===== src/rtl/periph_pkg.sv =====
// ---------------------------------------
// Peripheral register map and L2 states
// ---------------------------------------

`default_nettype none

package periph_pkg;

  // Word index of each peripheral register
  // Byte offset in the window is the index times 4
  typedef enum logic [3:0] {
    REG_GPIO_OUT    = 4'h0,  // 0x00
    REG_GPIO_DIR    = 4'h1,  // 0x04
    REG_GPIO_IN     = 4'h2,  // 0x08
    REG_EVT_PENDING = 4'h3,  // 0x0C
    REG_EVT_MASK    = 4'h4,  // 0x10
    REG_EVT_COUNT   = 4'h5   // 0x14
  } reg_offset_e;

  // L2 read path states
  typedef enum logic {
    L2_IDLE   = 1'b0,
    L2_RDWAIT = 1'b1
  } l2_state_e;

endpackage

`default_nettype wire


===== src/rtl/host_pkg.sv =====
// ---------------------------------------
// Host domain address map and bus widths
// ---------------------------------------

`default_nettype none

package host_pkg;

  // APB bus widths
  localparam int unsigned ApbAddrWidth = 32;
  localparam int unsigned ApbDataWidth = 32;

  // L2 scratchpad window
  // The physical L2 is smaller than the window, so accesses wrap inside it
  localparam logic [ApbAddrWidth-1:0] L2BaseAddr = 32'h1C00_0000;
  localparam logic [ApbAddrWidth-1:0] L2WinSize  = 32'h0010_0000;

  // Peripheral block window, 4 KiB
  localparam logic [ApbAddrWidth-1:0] PeriphBaseAddr = 32'h1A10_0000;
  localparam logic [ApbAddrWidth-1:0] PeriphWinSize  = 32'h0000_1000;

  // Decode targets of the host APB
  typedef enum logic [1:0] {
    TGT_L2     = 2'd0,
    TGT_PERIPH = 2'd1,
    TGT_NONE   = 2'd2
  } target_e;

endpackage

`default_nettype wire

===== src/rtl/periph_regs.sv =====
// ---------------------------------------
// GPIO registers and event unit on APB
// ---------------------------------------

`timescale 1ns/10ps
`default_nettype none

module periph_regs
  import host_pkg::*;
  import periph_pkg::*;
#(
  // At most 32
  parameter int unsigned NUM_GPIO = 16
) (
  input  wire logic                    clk_i,
  input  wire logic                    arst_n_i,
  input  wire logic                    psel_i,
  input  wire logic                    penable_i,
  input  wire logic                    pwrite_i,
  input  wire logic [ApbAddrWidth-1:0] offs_i,
  input  wire logic [ApbDataWidth-1:0] pwdata_i,
  input  wire logic [NUM_GPIO-1:0]     gpio_i,
  input  wire logic                    evt_pulse_i,
  output logic      [ApbDataWidth-1:0] prdata_o,
  output logic                         pready_o,
  output logic      [NUM_GPIO-1:0]     gpio_o,
  output logic      [NUM_GPIO-1:0]     gpio_oe_o,
  output logic                         irq_o
);

  logic                in_range;
  reg_offset_e         reg_idx;
  logic                wr_en;
  logic [NUM_GPIO-1:0] gpio_out_q;
  logic [NUM_GPIO-1:0] gpio_dir_q;
  logic [NUM_GPIO-1:0] gpio_meta_q;
  logic [NUM_GPIO-1:0] gpio_in_q;
  logic                pend_q;
  logic                mask_q;
  logic [7:0]          count_q;

  // Only the first 16 words of the window hold registers
  assign in_range = (offs_i[ApbAddrWidth-1:6] == '0);
  assign reg_idx  = reg_offset_e'(offs_i[5:2]);
  assign wr_en    = psel_i && penable_i && pwrite_i && in_range;
  assign pready_o = psel_i && penable_i;

  always_ff @(posedge clk_i or negedge arst_n_i) begin
    if (!arst_n_i) begin
      gpio_out_q <= '0;
      gpio_dir_q <= '0;
      mask_q     <= 1'b0;
    end else if (wr_en) begin
      case (reg_idx)
        REG_GPIO_OUT: gpio_out_q <= pwdata_i[NUM_GPIO-1:0];
        REG_GPIO_DIR: gpio_dir_q <= pwdata_i[NUM_GPIO-1:0];
        REG_EVT_MASK: mask_q <= pwdata_i[0];
        default: ;
      endcase
    end
  end

  // Two-flop input synchronizer
  always_ff @(posedge clk_i or negedge arst_n_i) begin
    if (!arst_n_i) begin
      gpio_meta_q <= '0;
      gpio_in_q   <= '0;
    end else begin
      gpio_meta_q <= gpio_i;
      gpio_in_q   <= gpio_meta_q;
    end
  end

  // Event unit; a new event beats a clear in the same cycle
  always_ff @(posedge clk_i or negedge arst_n_i) begin
    if (!arst_n_i) begin
      pend_q  <= 1'b0;
      count_q <= '0;
    end else begin
      if (evt_pulse_i) begin
        pend_q  <= 1'b1;
        count_q <= count_q + 8'd1;
      end else if (wr_en && (reg_idx == REG_EVT_PENDING) && pwdata_i[0]) begin
        pend_q <= 1'b0;
      end
    end
  end

  // Read mux
  always_comb begin
    prdata_o = '0;
    if (in_range) begin
      case (reg_idx)
        REG_GPIO_OUT:    prdata_o = ApbDataWidth'(gpio_out_q);
        REG_GPIO_DIR:    prdata_o = ApbDataWidth'(gpio_dir_q);
        REG_GPIO_IN:     prdata_o = ApbDataWidth'(gpio_in_q);
        REG_EVT_PENDING: prdata_o = ApbDataWidth'(pend_q);
        REG_EVT_MASK:    prdata_o = ApbDataWidth'(mask_q);
        REG_EVT_COUNT:   prdata_o = ApbDataWidth'(count_q);
        default:         prdata_o = '0;
      endcase
    end
  end

  assign gpio_o    = gpio_out_q;
  assign gpio_oe_o = gpio_dir_q;
  assign irq_o     = pend_q && mask_q;

endmodule

`default_nettype wire


===== config.mk =====
export PLATFORM = sky130hd
export DESIGN_NAME = periph_regs
export DESIGN_NICKNAME = d
export VERILOG_FILES = /design/src/rtl/periph_pkg.sv /design/src/rtl/host_pkg.sv /design/src/rtl/periph_regs.sv
export SDC_FILE = /design/constraint.sdc
export NUM_CORES = 1
export LEC_CHECK = 0
export CAP_MARGIN = 25
export CORE_MARGIN = 5
export CORE_UTILIZATION = 53
export CTS_BUF_LIST = sky130_fd_sc_hd__clkbuf_2
export DETAILED_ROUTE_END_ITERATION = 12
export DONT_BUFFER_PORTS = 1
export PLACE_DENSITY = 0.68
export REMOVE_ABC_BUFFERS = 1
export SYNTH_ARGS = -nofsm -noshare
export SYNTH_HDL_FRONTEND = slang
export SYNTH_SLANG_ARGS = --single-unit

===== constraint.sdc =====
create_clock -name clk_i -period 6.6 [get_ports clk_i]
set_clock_uncertainty 0.1 [all_clocks]
set_input_delay 1.32 -clock clk_i [delete_from_list [all_inputs] [get_ports clk_i]]
set_output_delay 1.32 -clock clk_i [all_outputs]
set_load 0.01 [all_outputs]

After elaboration in Yosys (flattened, before gate mapping)
Cells that the tools add are included.
{ "classes": {"n_eq_ne": 5, "muxes": 4, "addsub": 1, "reduce_logical": 12} }
{ "op_table": {"columns": ["cell", "count"], "rows": [
  ["case mux 16 bit (6 select lines)", 1],
  ["zero test 26 bit", 1],
  ["2-to-1 mux 16 bit", 1],
  ["adder 8 x 1 -> 8 bit, second input constant", 1],
  ["equality test 4 x 2 -> 1 bit, second input constant", 2],
  ["equality test 4 x 3 -> 1 bit, second input constant", 2],
  ["logical AND 1 bit", 6],
  ["AND reduction 2 bit", 3],
  ["equality test 4 x 1 -> 1 bit, second input constant", 1],
  ["zero test 4 bit", 1],
  ["2-to-1 mux 1 bit", 2],
  ["nonzero test 2 bit", 1]
]} }
{ "word_totals": {"out_inout_bits": 66, "elab_cells": 29, "inputBits": 86, "regBits": 74} }

Depth between registers and ports, before layout
{ "logic_depth": {"ltp_word": 7, "ltp_mapped": 7, "mapped_depth_nobuf": 4} }

Worst setup path after synthesis
No wires, ideal clock.
{ "synth_path": {"kind": "input-to-output", "start": "input port offs_i[2]", "end": "output port prdata_o[5]", "required_ps": 5180, "t_arrival_ps": 2751, "setup_slack_ps": 2429, "n_path_buf": 2, "path_stages": 5, "path_cell_list": "clkbuf_1 nor4b_1 buf_2 a22oi_1 a21oi_1"} }
{ "synth_via": {"elab_chain_len": 3, "word_cells_on_any_way": 8, "classes_between": "5 x eq/ne; 2 x mux; 1 x reduce/logical"} }
{ "synth_rtl": {"columns": ["element", "line", "rtl"], "rows": [
  ["start: declaration", "periph_regs.sv:20", "input wire logic [ApbAddrWidth-1:0] offs_i,"],
  ["equality test 4 x 3 -> 1 bit, or another cell as far along", "periph_regs.sv:93", "case (reg_idx)"],
  ["case mux 16 bit (6 select lines) (*)", "periph_regs.sv:93", null],
  ["2-to-1 mux 16 bit (*)", "periph_regs.sv:92", "if (in_range) begin"],
  ["end: declaration", "periph_regs.sv:24", "output logic [ApbDataWidth-1:0] prdata_o,"]
]} }
Every way passes the cells marked *; elsewhere a longest branch is shown, timed or not.

Worst setup path in the final report
{ "layout_path": {"start": "input port offs_i[13]", "end": "output port prdata_o[1]"} }
{ "layout_via": {"elab_chain_len": 2} }
{ "layout_rtl": {"columns": ["element", "line", "rtl"], "rows": [
  ["zero test 26 bit", "periph_regs.sv:43", "assign in_range = (offs_i[ApbAddrWidth-1:6] == '0);"],
  ["2-to-1 mux 16 bit", "periph_regs.sv:92", null]
]} }
Every way passes these cells.

==> out/metrics.cfg <==
[synthesis]
yosysWarnings=0
synth_top_area_share_pct=58.8
synth_top_area_cell=dfrtp_1
synth-edff-count=0
yosysUniqueCellTypes=34
postSynth.asyncResetShare_pct=100
synth.avg_cell_area_um2=13.4
synth.area.top_cells=dfrtp_1 (59%), mux2_2 (8.6%), mux2_4 (4.8%)
synth_seq_area_share_pct=58.8
ys_ff_latch=74
syn_inst=235
synth_top_flop_cell=dfrtp_1
syn-cell-area_um2=3150

[finish]
antenna_cells=0
fin_area_um2=3270
final_common_cell=dfrtp_1
nNetsFinal=324
nFillCells=483
final_cell_mix=dfrtp_1 (74), mux2_2 (24), conb_1 (16)
multiInputGateArea_um2=1170
regArea_um2=1850
stdcell_count=316
drive_above_1_share_pct=25.3
syn2layout_area_growth_pct=3.81

[timing]
hold_viol_final=0
tightest_slew_ns=0.896
period_share_pct=65.6
rsz0062_at_grt=false
max_freq_mhz=231
max_slew_margin_pct=39.8
setup_viol=0
fin_setup_tns_ns=0
maxSlewViolCount=0
setup_ws_ns=2.27
fin_crit_ns=4.33
holdWs_ns=0.246

[placed_design]
post-place-ws_ns=2.27
gp_congestion=0.754
hpwl_um=4930
placed_cells=301
numPortBuffers=0
placed_cell_area_um2=3140

[routing]
drtPass1Iterations=5
drtIter0Drc=62
post-route-drc-count=0
post_drt_wl_per_cell_um=22.0
vias_per_cell=6.01
wirelength_um=6950
vias=1898
ant_nets=0

[clock_tree]
post-cts-setup-buffer-count=0
cts_sinks=74
cts-root-buf=clkbuf_2
tritoncts=built
clk_pin_slew_ns=0.18
postCtsHoldBufs=0
htreeDepth=3
clock_latency_ns=0.47
cts_buffer_depth=2
cts_resized=0
cts-buffers-inserted=9

[critical_path]
crit_start=offs_i[13]
reg2reg_setup_slack_ns=5.29
worst-path-buf-inv=0
crit_end=prdata_o[1]
cp-end-kind=primary output
critical_path.max_stage_delay_ns=0.61
r2r_end=count_q[7]$_DFFE_PN0P_
cp_max_fo=8
critPathTopFamily=simple AND/OR/NAND/NOR gates
arrival_ns=2.91
r2r_cells=4
worst_path_max_delay_cell=or3_1
path_class=input pin to primary output
cp-start-kind=input pin
cp_num_cells=4
crit_chain=nor4_1 > nand4_2 > or3_1 > a21oi_1
worstPathRequired_ns=5.18
reg2reg_from=count_q[0]$_DFFE_PN0P_

[flow_run]
cap_viol_max_count=0

[floorplan]
die_area_um2=7580
ios=152
initial_utilization_pct=53.8
die_w_um=87.1
die_h_um=87.1
rows=28
core_um2=5850

[outcome]
status=finished clean

[global_route]
grt_pass1_wl_um=10500
globalRoute.totalOverflow=0
grt_max_degree=75
grt_pass1_vias=2004
grt_use_total_pct=18.7
antenna_found_initial=0

[pwr]
switchingPower_uw=200
comb_power_share_pct=6.6
p_seq_share_pct=61.2
powerDensity_nw_per_um2=256
p_leak_nw=1.45
power_frac_clock_pct=32.2
p_int_uw=636
peakVddDrop_mv=0.172
switching_share_pct=23.9

[min_path]
holdPathStages=0
hp-class=register to register

-- layer usage --
| metal | track usage [%] | share of wire, % |
|---|---|---|
| met2 | 30.0 | 48 |
| met1 | 23.4 | 40 |
| met4 | 7.93 | 1.8 |
| met5 | 0 | 0 |
| met3 | 5.96 | 10 |
-- power by group through the flow --
stage / registers [mW] / clock network [mW] / logic, mW
floorplan: 0.513 / 0 / 0.0477
global placement: 0.519 / 0 / 0.0533
detailed placement: 0.520 / 0 / 0.0554
CTS: 0.512 / 0.278 / 0.0553
global route: 0.518 / 0.298 / 0.0606
finish: 0.511 / 0.269 / 0.0550
-- synth_stat cells, types with 2 or more instances --
cell,n
buf_2,2
a22oi_1,12
xnor2_1,4
nand4_1,3
mux2_2,24
nand2_1,10
or2_2,3
dfrtp_1,74
a222oi_1,8
clkbuf_1,6
nor2_1,14
nor4_1,7
mux2_4,10
buf_6,3
nor2b_1,2
nor4_4,3
a2bb2oi_1,4
buf_4,16
xor2_1,3
or3_1,2
and2_1,4
nand3_1,2
a21oi_1,8
-- kinds of logic (layout without fill, tap and decap cells) --
| kind of cell | after synthesis | count (layout) | synth area share, % |
|---|---|---|---|
| buf+inv | 28 | 19 | 6.04 |
| xor+xnor | 7 | 7 | 1.95 |
| flops | 74 | 74 | 58.8 |
| compound gates | 36 | 36 | 8.94 |
| other cells | 1 | 16 | 0.119 |
| fa+ha+maj | 1 | 1 | 0.397 |
| simple gates | 54 | 54 | 10.4 |
| mux | 34 | 34 | 13.3 |
-- state kept, by name, indices dropped and copies added (netlist names) --
register,flops
gpio_meta_q,16
count_q,8
gpio_oe_o,16
mask_q,1
gpio_o,16
pend_q,1
gpio_in_q,16
-- how the worst min path moves through the flow --
| stage | end | start | slack [ns] |
|---|---|---|---|
| after floorplan | gpio_in_q[0]$_DFF_PN0_ | gpio_meta_q[0]$_DFF_PN0_ | 0.23 |
| after global placement | gpio_in_q[8]$_DFF_PN0_ | gpio_meta_q[8]$_DFF_PN0_ | 0.23 |
| after detailed placement | gpio_in_q[4]$_DFF_PN0_ | gpio_meta_q[4]$_DFF_PN0_ | 0.23 |
| after CTS | gpio_in_q[6]$_DFF_PN0_ | gpio_meta_q[6]$_DFF_PN0_ | 0.25 |
| after global routing | gpio_in_q[6]$_DFF_PN0_ | gpio_meta_q[6]$_DFF_PN0_ | 0.26 |
| final | gpio_in_q[6]$_DFF_PN0_ | gpio_meta_q[6]$_DFF_PN0_ | 0.25 |
-- layout make-up --
| type | instances | share of cell area (%) |
|---|---|---|
| timing repair buffer | 3 | 0.689 |
| inverter | 1 | 0.115 |
| clock inverter | 6 | 2.53 |
| tap | 75 | 2.87 |
| clock buffer | 9 | 1.38 |
| sequential | 74 | 56.6 |
| multi-input combinational | 148 | 35.8 |
-- metrics by stage --
step | utilization [%] | power (mW)
3_5_place_dp | 53.7 | 0.575
4_1_cts | 55.9 | 0.844
2_1_floorplan | - | 0.561
6_report | 55.9 | 0.836
5_1_grt | 55.9 | 0.876
3_3_place_gp | 53.7 | 0.572
(Power assumes the default switching activity.)
