--- src/rtl/host_pkg.sv ---
// ---------------------------------------
// Host domain address map and bus widths
// ---------------------------------------

`default_nettype none

package host_pkg;

  // APB bus widths
  localparam int unsigned ApbAddrWidth = 32;
  localparam int unsigned ApbDataWidth = 32;

  // L2 scratchpad window
  // The physical L2 is smaller than the window, so accesses wrap inside it
  localparam logic [ApbAddrWidth-1:0] L2BaseAddr = 32'h1C00_0000;
  localparam logic [ApbAddrWidth-1:0] L2WinSize  = 32'h0010_0000;

  // Peripheral block window, 4 KiB
  localparam logic [ApbAddrWidth-1:0] PeriphBaseAddr = 32'h1A10_0000;
  localparam logic [ApbAddrWidth-1:0] PeriphWinSize  = 32'h0000_1000;

  // Decode targets of the host APB
  typedef enum logic [1:0] {
    TGT_L2     = 2'd0,
    TGT_PERIPH = 2'd1,
    TGT_NONE   = 2'd2
  } target_e;

endpackage

`default_nettype wire
--- src/rtl/apb_addr_decoder.sv ---
// ---------------------------------------
// APB decoder for L2 and peripherals
// Answers unmapped addresses with an error
// ---------------------------------------

`timescale 1ns/10ps
`default_nettype none

module apb_addr_decoder
  import host_pkg::*;
(
  input  wire logic [ApbAddrWidth-1:0] paddr_i,
  input  wire logic                    psel_i,
  input  wire logic                    penable_i,
  input  wire logic                    pwrite_i,
  input  wire logic [ApbDataWidth-1:0] pwdata_i,
  output logic                         l2_psel_o,
  output logic                         periph_psel_o,
  output logic                         penable_o,
  output logic                         pwrite_o,
  output logic      [ApbAddrWidth-1:0] offs_o,
  output logic      [ApbDataWidth-1:0] pwdata_o,
  input  wire logic [ApbDataWidth-1:0] l2_prdata_i,
  input  wire logic                    l2_pready_i,
  input  wire logic [ApbDataWidth-1:0] periph_prdata_i,
  input  wire logic                    periph_pready_i,
  output logic      [ApbDataWidth-1:0] prdata_o,
  output logic                         pready_o,
  output logic                         pslverr_o
);

  logic [ApbAddrWidth-1:0] l2_offs;
  logic [ApbAddrWidth-1:0] periph_offs;
  target_e                 tgt;

  // Unsigned difference also rejects addresses below the base
  assign l2_offs     = paddr_i - L2BaseAddr;
  assign periph_offs = paddr_i - PeriphBaseAddr;

  always_comb begin
    if (l2_offs < L2WinSize) begin
      tgt = TGT_L2;
    end else if (periph_offs < PeriphWinSize) begin
      tgt = TGT_PERIPH;
    end else begin
      tgt = TGT_NONE;
    end
  end

  // Request side
  assign l2_psel_o     = psel_i && (tgt == TGT_L2);
  assign periph_psel_o = psel_i && (tgt == TGT_PERIPH);
  assign penable_o     = penable_i;
  assign pwrite_o      = pwrite_i;
  assign pwdata_o      = pwdata_i;
  assign offs_o        = (tgt == TGT_PERIPH) ? periph_offs : l2_offs;

  // Response side
  always_comb begin
    prdata_o  = '0;
    pready_o  = 1'b0;
    pslverr_o = 1'b0;
    case (tgt)
      TGT_L2: begin
        prdata_o = l2_prdata_i;
        pready_o = l2_pready_i;
      end
      TGT_PERIPH: begin
        prdata_o = periph_prdata_i;
        pready_o = periph_pready_i;
      end
      default: begin
        // Unmapped, error in the first access cycle
        pready_o  = psel_i && penable_i;
        pslverr_o = psel_i && penable_i;
      end
    endcase
  end

  // Checked at the start of every access phase
  a_sel_onehot: assert property (@(posedge penable_i) $onehot0({l2_psel_o, periph_psel_o}));

endmodule

`default_nettype wire

--- config.mk ---
export PLATFORM = sky130hd
export DESIGN_NAME = apb_addr_decoder
export DESIGN_NICKNAME = d
export VERILOG_FILES = /design/src/rtl/host_pkg.sv /design/src/rtl/apb_addr_decoder.sv
export SDC_FILE = /design/constraint.sdc
export NUM_CORES = 1
export LEC_CHECK = 0
export ABC_AREA = 1
export BUFFER_PORTS_ARGS = -buffer_cell sky130_fd_sc_hd__buf_2
export CAP_MARGIN = 20
export CORE_AREA = 2 2 92 94
export DETAILED_ROUTE_END_ITERATION = 6
export DIE_AREA = 0 0 94 96
export GPL_TIMING_DRIVEN = 0
export MAX_ROUTING_LAYER = met4
export PLACE_DENSITY = 0.56
export SLEW_MARGIN = 20
export SYNTH_ARGS = -nofsm -noshare
export SYNTH_HDL_FRONTEND = slang
export SYNTH_SLANG_ARGS = --single-unit
--- constraint.sdc ---
create_clock -name vclk -period 2.4
set_clock_uncertainty 0.2 [all_clocks]
set_input_delay 0.24 -clock vclk [all_inputs]
set_output_delay 0.24 -clock vclk [all_outputs]
set_load 0.01 [all_outputs]
-- After elaboration in Yosys (flattened, before gate mapping)
Index checks and enable logic that the tools add are counted.
- register bits after elaboration: 0
- bits of input ports: 133
- logic and storage cells: 16
- $add $sub $neg: 2
- magnitude comparators: 2
- eq/ne operators: 1
- multiplexer cells: 6
- reductions and logical operators: 5
- operators with widths (cell ; count):
    one-hot mux 32 bit (2 select lines) ; 1
    subtractor 32 x 29 -> 32 bit (second input constant) ; 2
    < comparator 32 x 13 -> 1 bit (second input constant) ; 1
    < comparator 32 x 21 -> 1 bit (second input constant) ; 1
    2-to-1 mux 32 bit ; 1
    2-to-1 mux 2 bit ; 2
    logical AND 1 bit ; 3
    equality test 2 x 1 -> 1 bit (second input constant) ; 1
    logical NOT 2 bit ; 1
    one-hot mux 1 bit (2 select lines) ; 1
    OR reduction 2 bit ; 1
    2-to-1 mux 1 bit ; 1

-- Logic depth before layout (Yosys ltp)
Gate-level depths: netlist of run 1.
- depth after elaboration: 7
- depth in mapped cells: 16
- mapped depth without buffers: 15

-- Worst setup path after synthesis of run 1
Ideal clock, no wire load.
- path kind: input port to output port
- start point: input paddr_i[20]
- end point: output prdata_o[3]
- arrival time: 1.735 ns
- required time: 1.960 ns
- setup slack: 0.225 ns
- stages on the path: 15
- buffers on the path: 1
- cell sequence: inv_1 ha_1 inv_1 nor2_1 nand2_2 nand3_1 nand2_1 nor2_1 nand3_1 nor2_2 nand2_2 clkinv_2 buf_6 nand2_1 nand2_1
- cells in the longest elaborated chain, start to end: 6
- ends and longest elaborated chain (element ; line ; text):
    from (decl) ; apb_addr_decoder.sv:12 ; input wire logic [ApbAddrWidth-1:0] paddr_i,
    subtractor 32 x 29 -> 32 bit ; apb_addr_decoder.sv:38 ; assign periph_offs = paddr_i - PeriphBaseAddr;
    < comparator 32 x 13 -> 1 bit ; apb_addr_decoder.sv:43 ; end else if (periph_offs < PeriphWinSize) begin
    2-to-1 mux 2 bit ; apb_addr_decoder.sv:43 ;
    2-to-1 mux 2 bit (*) ; apb_addr_decoder.sv:41 ; if (l2_offs < L2WinSize) begin
    equality test 2 x 1 -> 1 bit / logical NOT 2 bit (equally long branches) ; apb_addr_decoder.sv:63 ; case (tgt)
    one-hot mux 32 bit (2 select lines) (*) ; apb_addr_decoder.sv:63 ;
    to (decl) ; apb_addr_decoder.sv:27 ; output logic [ApbDataWidth-1:0] prdata_o,
Mark *: on every way between the ends. The rest lies on a longest branch, timed or not.

-- Worst setup path after layout of run 1
- start point: input paddr_i[21]
- end point: output prdata_o[10]
Same word-level chain as after synthesis.

==> results of run 1 <==
-- kinds of logic (layout without fill, tap and decap cells) --
family          Yosys count  after routing  synth area share, %
fa+ha+maj                 6              6                 4.73
simple gates            214            214                 56.0
buf+inv                  88            296                 36.0
compound gates            4              4                 1.58
xor+xnor                  3              3                 1.66
-- worst max-delay path, stage by stage --
cell and delay (ps):
buf_8 110, inv_4 50, ha_4 140, inv_2 40
nor2_4 170, nand2_4 100, nand3_2 80, nand2_2 50
nor2_1 100, nand3_1 130, nor2_4 150, nand2_4 120
inv_8 110, buf_8 120, nand2_2 50, nand2_1 70
buf_2 130
-- path summary, 6_finish.rpt --
kind / from / to / slack (ps)
worst max-delay path: paddr_i[21] / prdata_o[10] / 10
worst min-delay path: pwdata_i[23] / pwdata_o[23] / 460
-- per-stage QoR --
stage	std cells	cell area, sq um	util, %	setup slack [ps]
floorplan	315	1590	-	225
global placement	609	2670	33.1	-459
detailed placement	609	2670	33.1	-501
CTS	614	2740	34.0	1.50
global route	628	3130	38.8	-64.7
finish	628	3130	38.8	12.5
-- cell type report --
class | count | share of cell area, %
well taps | 105 | 4.20
plain buffers | 63 | 16.5
multi-input cells | 227 | 37.0
repair inverters | 2 | 0.600
repair buffers | 206 | 37.9
inverters | 25 | 3.84
-- repair_timing --
action,4_1_cts,5_1_grt
cloned,0,8
pin swaps,3,14
hold buffers,0,0
setup endpoints to repair,46,45
setup buffers,5,6
resized for setup,12,70
-- routing by layer --
layer	GRT usage, %	vias to the layer above
met4	0	0
met5	-	-
met3	0.705	0
met2	21.1	116
met1	13.9	1103
li1	-	1324
-- placed cells by master (no fill, tap or decap), drive strengths merged --
cell type / n
inv: 24
ha: 6
clkinvlp: 2
o21ai: 2
nand4: 4
nor3: 1
nand2: 147
nor2: 33
o21bai: 1
o21a: 1
nand3: 28
clkbuf: 6
clkinv: 1
nor3b: 1
buf: 263
xor2: 3
-- power by group through the flow --
stage / registers, mW / clock network, mW / logic (mW)
2_1_floorplan: 0 / 0 / 0.185
3_3_place_gp: 0 / 0 / 0.338
3_5_place_dp: 0 / 0 / 0.340
4_1_cts: 0 / 0 / 0.350
5_1_grt: 0 / 0 / 0.410
6_report: 0 / 0 / 0.371
==> summary.md, run 1 <==
| Metric | Value |
|---|---|
| Int Pwr | `197 uW` |
| Top cells by count, synth | `144 x nand2_1, 55 x buf_4, 29 x nor2_1` |
| Synthesized area per cell | `5.04 sq um` |
| Largest net degree at the start of global routing | `11` |
| Clock buf count | `0` |
| Final hold vios | `0` |
| Slew @ Worst Pin | `308 ps` |
| Final setup vio count | `0` |
| CP arrival | `1950 ps` |
| Syn nets | `454` |
| Max Slew Vio Count | `0` |
| Wl on met1 | `2730 um` |
| DIE AREA | `9020 sq um` |
| Crit path max fanout | `5` |
| Count leader, synth | `nand2_1` |
| Starting Density | `19.7%` |
| Max Clk Rate | `419 MHz` |
| Post-synthesis sequential area ratio | `0%` |
| Cell depth of the worst min-delay path | `2` |
| Sequential cells | `0` |
| Status | `completed` |
| DP HPWL | `5240 um` |
| Maximum vdd drop | `0.0000590 V` |
| Core area | `8050 sq um` |
| Die Y | `96 um` |
| Net Sw Power | `174 uW` |
| Input/output buffers | `189` |
| Footprint of the multi-input gates | `1160 sq um` |
| Slew headroom | `79.4%` |
| Row count | `33` |
| Count of cell types in the netlist | `22` |
| Drt drc | `0` |
| Antenna Cells | `0` |
| Antenna viol nets, final | `0` |
| Routed wl met3 | `473 um` |
| Synth warn | `0` |
| Post-Syn Instances | `315` |
| Data required, critical path | `1960 ps` |
| DR top layer | `met3` |
| Routed wl met2 | `3620 um` |
| Final hold slack | `463 ps` |
| Final period util | `99.5%` |
| Nets | `664` |
| Via density | `4.05` |
| Switch share | `47.0%` |
| Yosys top cell by area | `nand2_1` |
| Max_cap viols | `0` |
| Final Critical Period | `2390 ps` |
| Sequential cell area | `0 sq um` |
| Global-route wire length before repair | `8400 um` |
| Layout cells sized above 1 | `59.8%` |
| Clock power frac | `0%` |
| Total GRT Usage | `11.1%` |
| Area Growth Syn to Fin | `96.9%` |
| Largest cells by area after synthesis | `nand2_1 34%, buf_4 26%, nand3_1 8.5%, nor2_1 6.9%, inv_1 5.4%` |
| DR iter-0 viols | `38` |
| Antenna violations before repair | `0` |
| Detailed-route via count | `2,543` |
| WL final | `6830 um` |
| Grt ovf | `0` |
| Pleak | `2.00 nW` |
| RSZ-0062 raised after global routing | `yes` |
| DR WL/cell | `10.9 um` |
| Synth top area share | `34.0%` |
| Comb power frac | `100.0%` |
| Hold Path Class | `in -> out` |
| Initial DRT Pass Iterations | `4` |
| Die X-Extent | `94 um` |
| CP Class | `in -> out` |
| I/O pin cnt | `235` |
| Vias in the first global route | `1,946` |
| Worst Setup End Kind | `output pin` |
| CP startpoint kind | `input pin` |
| Setup TNS | `0 ps` |
| GPL Wtd Cong | `0.843` |
| Total power | `371 uW` |
| FILL cells | `893` |
| Post-synthesis cell area | `1590 sq um` |
| Pwr dens | `119 nW/um^2` |
| Seq pwr share | `0%` |
No activity file was read; power rests on OpenSTA's default activity.
==> inputs of run 2 (changes only) <==
- CELL_PAD_IN_SITES_DETAIL_PLACEMENT: not set -> 0
- CELL_PAD_IN_SITES_GLOBAL_PLACEMENT: not set -> 1
- CORE_AREA: 2 2 92 94 -> not set
- CORE_ASPECT_RATIO: not set -> 1.1
- CORE_UTILIZATION: not set -> 17
- DIE_AREA: 0 0 94 96 -> not set
- PLACE_DENSITY: 0.56 -> 0.84
==> run 2 against run 1 <==
Against the previous run:
- sequential share of layout area did not move
- global-route usage increased by 0.27 points
- setup slack better by 87 ps
- via count fell by 1.2%
- clock-buffer cell count did not move
- first-iteration DRC count down 24%
- combinational power increased by 2%
==> summary.md, run 2 (same netlist as run 1, synthesis figures left out) <==
| Metric | Value |
|---|---|
| Status | `completed` |
| Sequential cell area | `0 sq um` |
| Most frequent cells in the layout | `183 x buf_2, 139 x nand2_1, 69 x buf_4` |
| Placed cells | `618` |
| Max Slew Vio Count | `0` |
| Largest net degree at the start of global routing | `11` |
| Max Clk Rate | `435 MHz` |
| Post-route insts no fill | `633` |
| Global-route wire length before repair | `8790 um` |
| CP startpoint kind | `input pin` |
| Pleak | `1.95 nW` |
| Hold Path Class | `in -> out` |
| DR iter-0 viols | `29` |
| Crit path max fanout | `10` |
| Via density | `3.97` |
| Final hold slack | `463 ps` |
| Area Growth Syn to Fin | `89.0%` |
| Clock buf count | `0` |
| DIE AREA | `9730 sq um` |
| Worst Setup End Kind | `output pin` |
| FILL cells | `1,011` |
| Slew @ Worst Pin | `249 ps` |
| Final Critical Period | `2300 ps` |
| Cell depth of the worst min-delay path | `2` |
| Drt drc | `0` |
| DR WL/cell | `10.7 um` |
| Final setup vio count | `0` |
| CP arrival | `1860 ps` |
| Initial DRT Pass Iterations | `4` |
| Antenna viol nets, final | `0` |
| Antenna violations before repair | `0` |
| Total GRT Usage | `11.4%` |
| Die Y | `103 um` |
| Data required, critical path | `1960 ps` |
| Core area | `8960 sq um` |
| Row count | `36` |
| GPL Wtd Cong | `0.867` |
| Layout cells sized above 1 | `57.6%` |
| Maximum vdd drop | `0.0000584 V` |
| HP Start | `pwdata_i[3]` |
| Vias in the first global route | `1,937` |
| Antenna Cells | `0` |
| Pwr dens | `126 nW/um^2` |
| Slew headroom | `83.3%` |
| Detailed-route via count | `2,513` |
| WL final | `6780 um` |
| Starting Density | `17.7%` |
| Input/output buffers | `189` |
| DP HPWL | `5800 um` |
| Max_cap viols | `0` |
| Grt ovf | `0` |
| Nets | `660` |
| Final hold vios | `0` |
| Worst Hold Path EP | `pwdata_o[3]` |
| Sequential cells | `0` |
| Hold buffers post-CTS | `0` |
| I/O pin cnt | `235` |
| Most common cell after layout, fill and taps aside | `buf_2` |
| Final period util | `95.9%` |
| Die X-Extent | `94.1 um` |
| CP Class | `in -> out` |
==> run 2: how the worst max path moves through the flow <==
stage               slack (ps)        start          end  depth (start not counted)
floorplan                  220  paddr_i[20]  prdata_o[3]                         15
global placement          -440  paddr_i[20]  prdata_o[9]                         17
detailed placement        -490  paddr_i[20]  prdata_o[9]                         17
CTS                          2  paddr_i[26]  prdata_o[9]                         13
global route               -20  paddr_i[25]  prdata_o[9]                         14
finish                     100  paddr_i[20]   offs_o[25]                         17
==> run 2: final cells by class <==
class | count | area, sq um | share of cell area (%)
Buffer | 63 | 508 | 16.9
Inverter | 25 | 115 | 3.83
Tap cell | 114 | 143 | 4.75
Timing Repair Buffer | 204 | 1100 | 36.6
Multi-Input combinational cell | 227 | 1140 | 37.8
==> run 2: what timing repair did <==
item / in CTS / in global routing
gates cloned: 2 / 0
endpoints found under the setup margin: 46 / 43
setup buffers: 5 / 8
pin swaps: 9 / 15
resized for setup: 25 / 41
==> run 2: power breakdown <==
part	switching, mW	internal, mW	leakage, nW	total (mW)
registers	0	0	0	0
logic	0.179	0.201	1.95	0.379
clock network	0	0	0	0
total	0.179	0.201	1.95	0.379
==> run 2: metrics by stage <==
step                setup slack, ps  setup TNS [ps]  utilization (%)  total power [mW]  cell area, sq um
finish                         99.0               0             33.5             0.379              3000
global route                  -15.0           -81.6             33.5             0.419              3000
CTS                            2.16               0             31.3             0.363              2810
detailed placement             -487          -18630             29.9             0.345              2680
global placement               -441          -16660             29.9             0.342              2680
floorplan                       225               0                -             0.185              1590
==> run 2: routing by layer <==
metal | share of wire, % | global-route usage (%) | wire length (um)
met1 | 41 | 14.4 | 2780
met2 | 52 | 21.2 | 3550
met3 | 6.2 | 0.658 | 423
met4 | 0.34 | 0 | 23
met5 | 0 | - | 0
==> run 2: worst max-delay path, stage by stage <==
cell     delay (ps)
buf_6           110
inv_4            60
ha_4            140
inv_2            40
nor2_4          160
nand2_4         100
nand3_4          90
nand2_1          50
nand2_1          70
nand2_2          70
inv_2            60
nor2_4           50
nand2_4         100
inv_8            60
buf_12          140
nor2_1          150
buf_2           160
==> inputs of run 3 (changes only) <==
- CORE_MARGIN: not set -> 8
- SLEW_MARGIN: 20 -> not set
==> run 3 against run 2 <==
Against the previous run:
- critical path depth unchanged
- die area up 30%
- setup slack better by 2.9 ps
- final area up 4.5%
- first-iteration DRC count up 130%
- global-route usage down 0.12 points
- core utilization up 0.56 points
- wire length up 22%
- critical path type unchanged
==> summary.md, run 3 (same netlist as run 1, synthesis figures left out) <==
| Metric | Value |
|---|---|
| Initial DRT Pass Iterations | `4` |
| Die Y | `117 um` |
| Detailed-route via count | `2,535` |
| Crit path max fanout | `5` |
| Vias in the first global route | `2,522` |
| Core area | `9210 sq um` |
| Total GRT Usage | `11.3%` |
| Grt ovf | `0` |
| Final hold slack | `464 ps` |
| Clock buf count | `0` |
| Slew @ Worst Pin | `275 ps` |
| Data required, critical path | `1960 ps` |
| DIE AREA | `12,700 sq um` |
| CP startpoint kind | `input pin` |
| Die X-Extent | `108 um` |
| Max Clk Rate | `435 MHz` |
| Max_cap viols | `0` |
| Layout cells sized above 1 | `60.8%` |
| HP Start | `pwdata_i[19]` |
| Max Slew Vio Count | `0` |
| Most common cell after layout, fill and taps aside | `buf_2` |
| Final period util | `95.8%` |
| Hold buffers post-CTS | `0` |
| CP Class | `in -> out` |
| DR iter-0 viols | `66` |
| I/O pin cnt | `235` |
| CP arrival | `1860 ps` |
| Critical path launch point | `paddr_i[21]` |
| Int Pwr | `201 uW` |
| Via density | `3.99` |
| GPL Wtd Cong | `0.859` |
| DP HPWL | `7010 um` |
| Slew headroom | `81.6%` |
| Nets | `659` |
| WL final | `8250 um` |
| Net Sw Power | `182 uW` |
| Hold Path Class | `in -> out` |
| Clock power frac | `0%` |
| Sequential cells | `0` |
| Most frequent cells in the layout | `178 x buf_2, 125 x nand2_1, 65 x buf_4` |
| Setup crit end | `prdata_o[20]` |
| Drt drc | `0` |
| Switch share | `47.6%` |
| Area Growth Syn to Fin | `97.6%` |
| Final Critical Period | `2300 ps` |
| Antenna violations before repair | `0` |
| RSZ-0062 raised after global routing | `yes` |
| Antenna Cells | `0` |
| Largest net degree at the start of global routing | `11` |
| Starting Density | `17.2%` |
| Pleak | `1.99 nW` |
| DR WL/cell | `13.0 um` |
| Final setup vio count | `0` |
| Seq pwr share | `0%` |
| Global-route wire length before repair | `12,000 um` |
| Sequential cell area | `0 sq um` |
| Comb power frac | `100.0%` |
| FILL cells | `1,033` |
| Input/output buffers | `189` |
| Final hold vios | `0` |
| Antenna viol nets, final | `0` |
| Maximum vdd drop | `0.0000533 V` |
| Total power | `383 uW` |
| Row count | `37` |
| Setup TNS | `0 ps` |
| Worst Setup End Kind | `output pin` |
| Status | `completed` |
| Pwr dens | `122 nW/um^2` |
[run 3: per-layer routing]
metal / GRT usage (%) / part of all wire (%) / vias to the layer above
met5: - / 0 / -
met4: 0.261 / 0.17 / 0
met3: 1.31 / 8.9 / 2
met2: 21.7 / 53 / 116
met1: 12.5 / 38 / 1100
li1: - / - / 1317
[run 3: critical path, stage by stage]
cell and delay (ps):
buf_8 110, inv_4 50, ha_4 150, inv_4 40, nor2_4 150, nand2_4 90
nand3_2 70, nand2_2 50, nor2_2 110, nand3_2 100, nor2_4 120, nand2_4 120
clkinv_8 100, clkbuf_16 140, nand2_1 40, nand2_1 50, buf_2 120
[run 3: what timing repair did]
item / 4_1_cts / 5_1_grt
buffers inserted: 5 / 4
gates cloned: 1 / 4
endpoints found under the setup margin: 46 / 44
resized for setup: 20 / 70
pin swaps: 4 / 22
[run 3: through the flow]
step           util [%]  instance area (sq um)  worst slack [ps]  instances
5_1_grt            34.0                   3140             -26.0        635
3_5_place_dp       29.1                   2680              -486        621
3_3_place_gp       29.1                   2680              -507        621
4_1_cts            30.3                   2790              2.96        627
6_report           34.0                   3140               102        635
2_1_floorplan         -                   1590               225        315
[run 3: power by group through the flow]
stage | logic (mW) | clock network [mW] | registers, mW
3_3_place_gp | 0.348 | 0 | 0
6_report | 0.383 | 0 | 0
5_1_grt | 0.421 | 0 | 0
2_1_floorplan | 0.185 | 0 | 0
3_5_place_dp | 0.349 | 0 | 0
4_1_cts | 0.362 | 0 | 0
[run 3: how the worst min path moves through the flow]
| stage | endpoint | slack (ps) | cells after the start |
|---|---|---|---|
| 6_report | pwdata_o[19] | 460 | 2 |
| 5_1_grt | pwdata_o[3] | 470 | 2 |
| 4_1_cts | pwdata_o[19] | 470 | 2 |
| 3_5_place_dp | pwdata_o[19] | 470 | 2 |
| 3_3_place_gp | pwdata_o[1] | 470 | 2 |
| 2_1_floorplan | offs_o[26] | 330 | 1 |
[run 3: final cells by class]
| class | count | area (sq um) | area share (%) |
|---|---|---|---|
| multi-input combinational | 227 | 1180 | 37.6 |
| timing repair buffer | 202 | 1170 | 37.4 |
| buffer | 63 | 504 | 16.1 |
| tap | 117 | 146 | 4.67 |
| inverter | 25 | 124 | 3.95 |
| timing repair inverter | 1 | 11.3 | 0.359 |
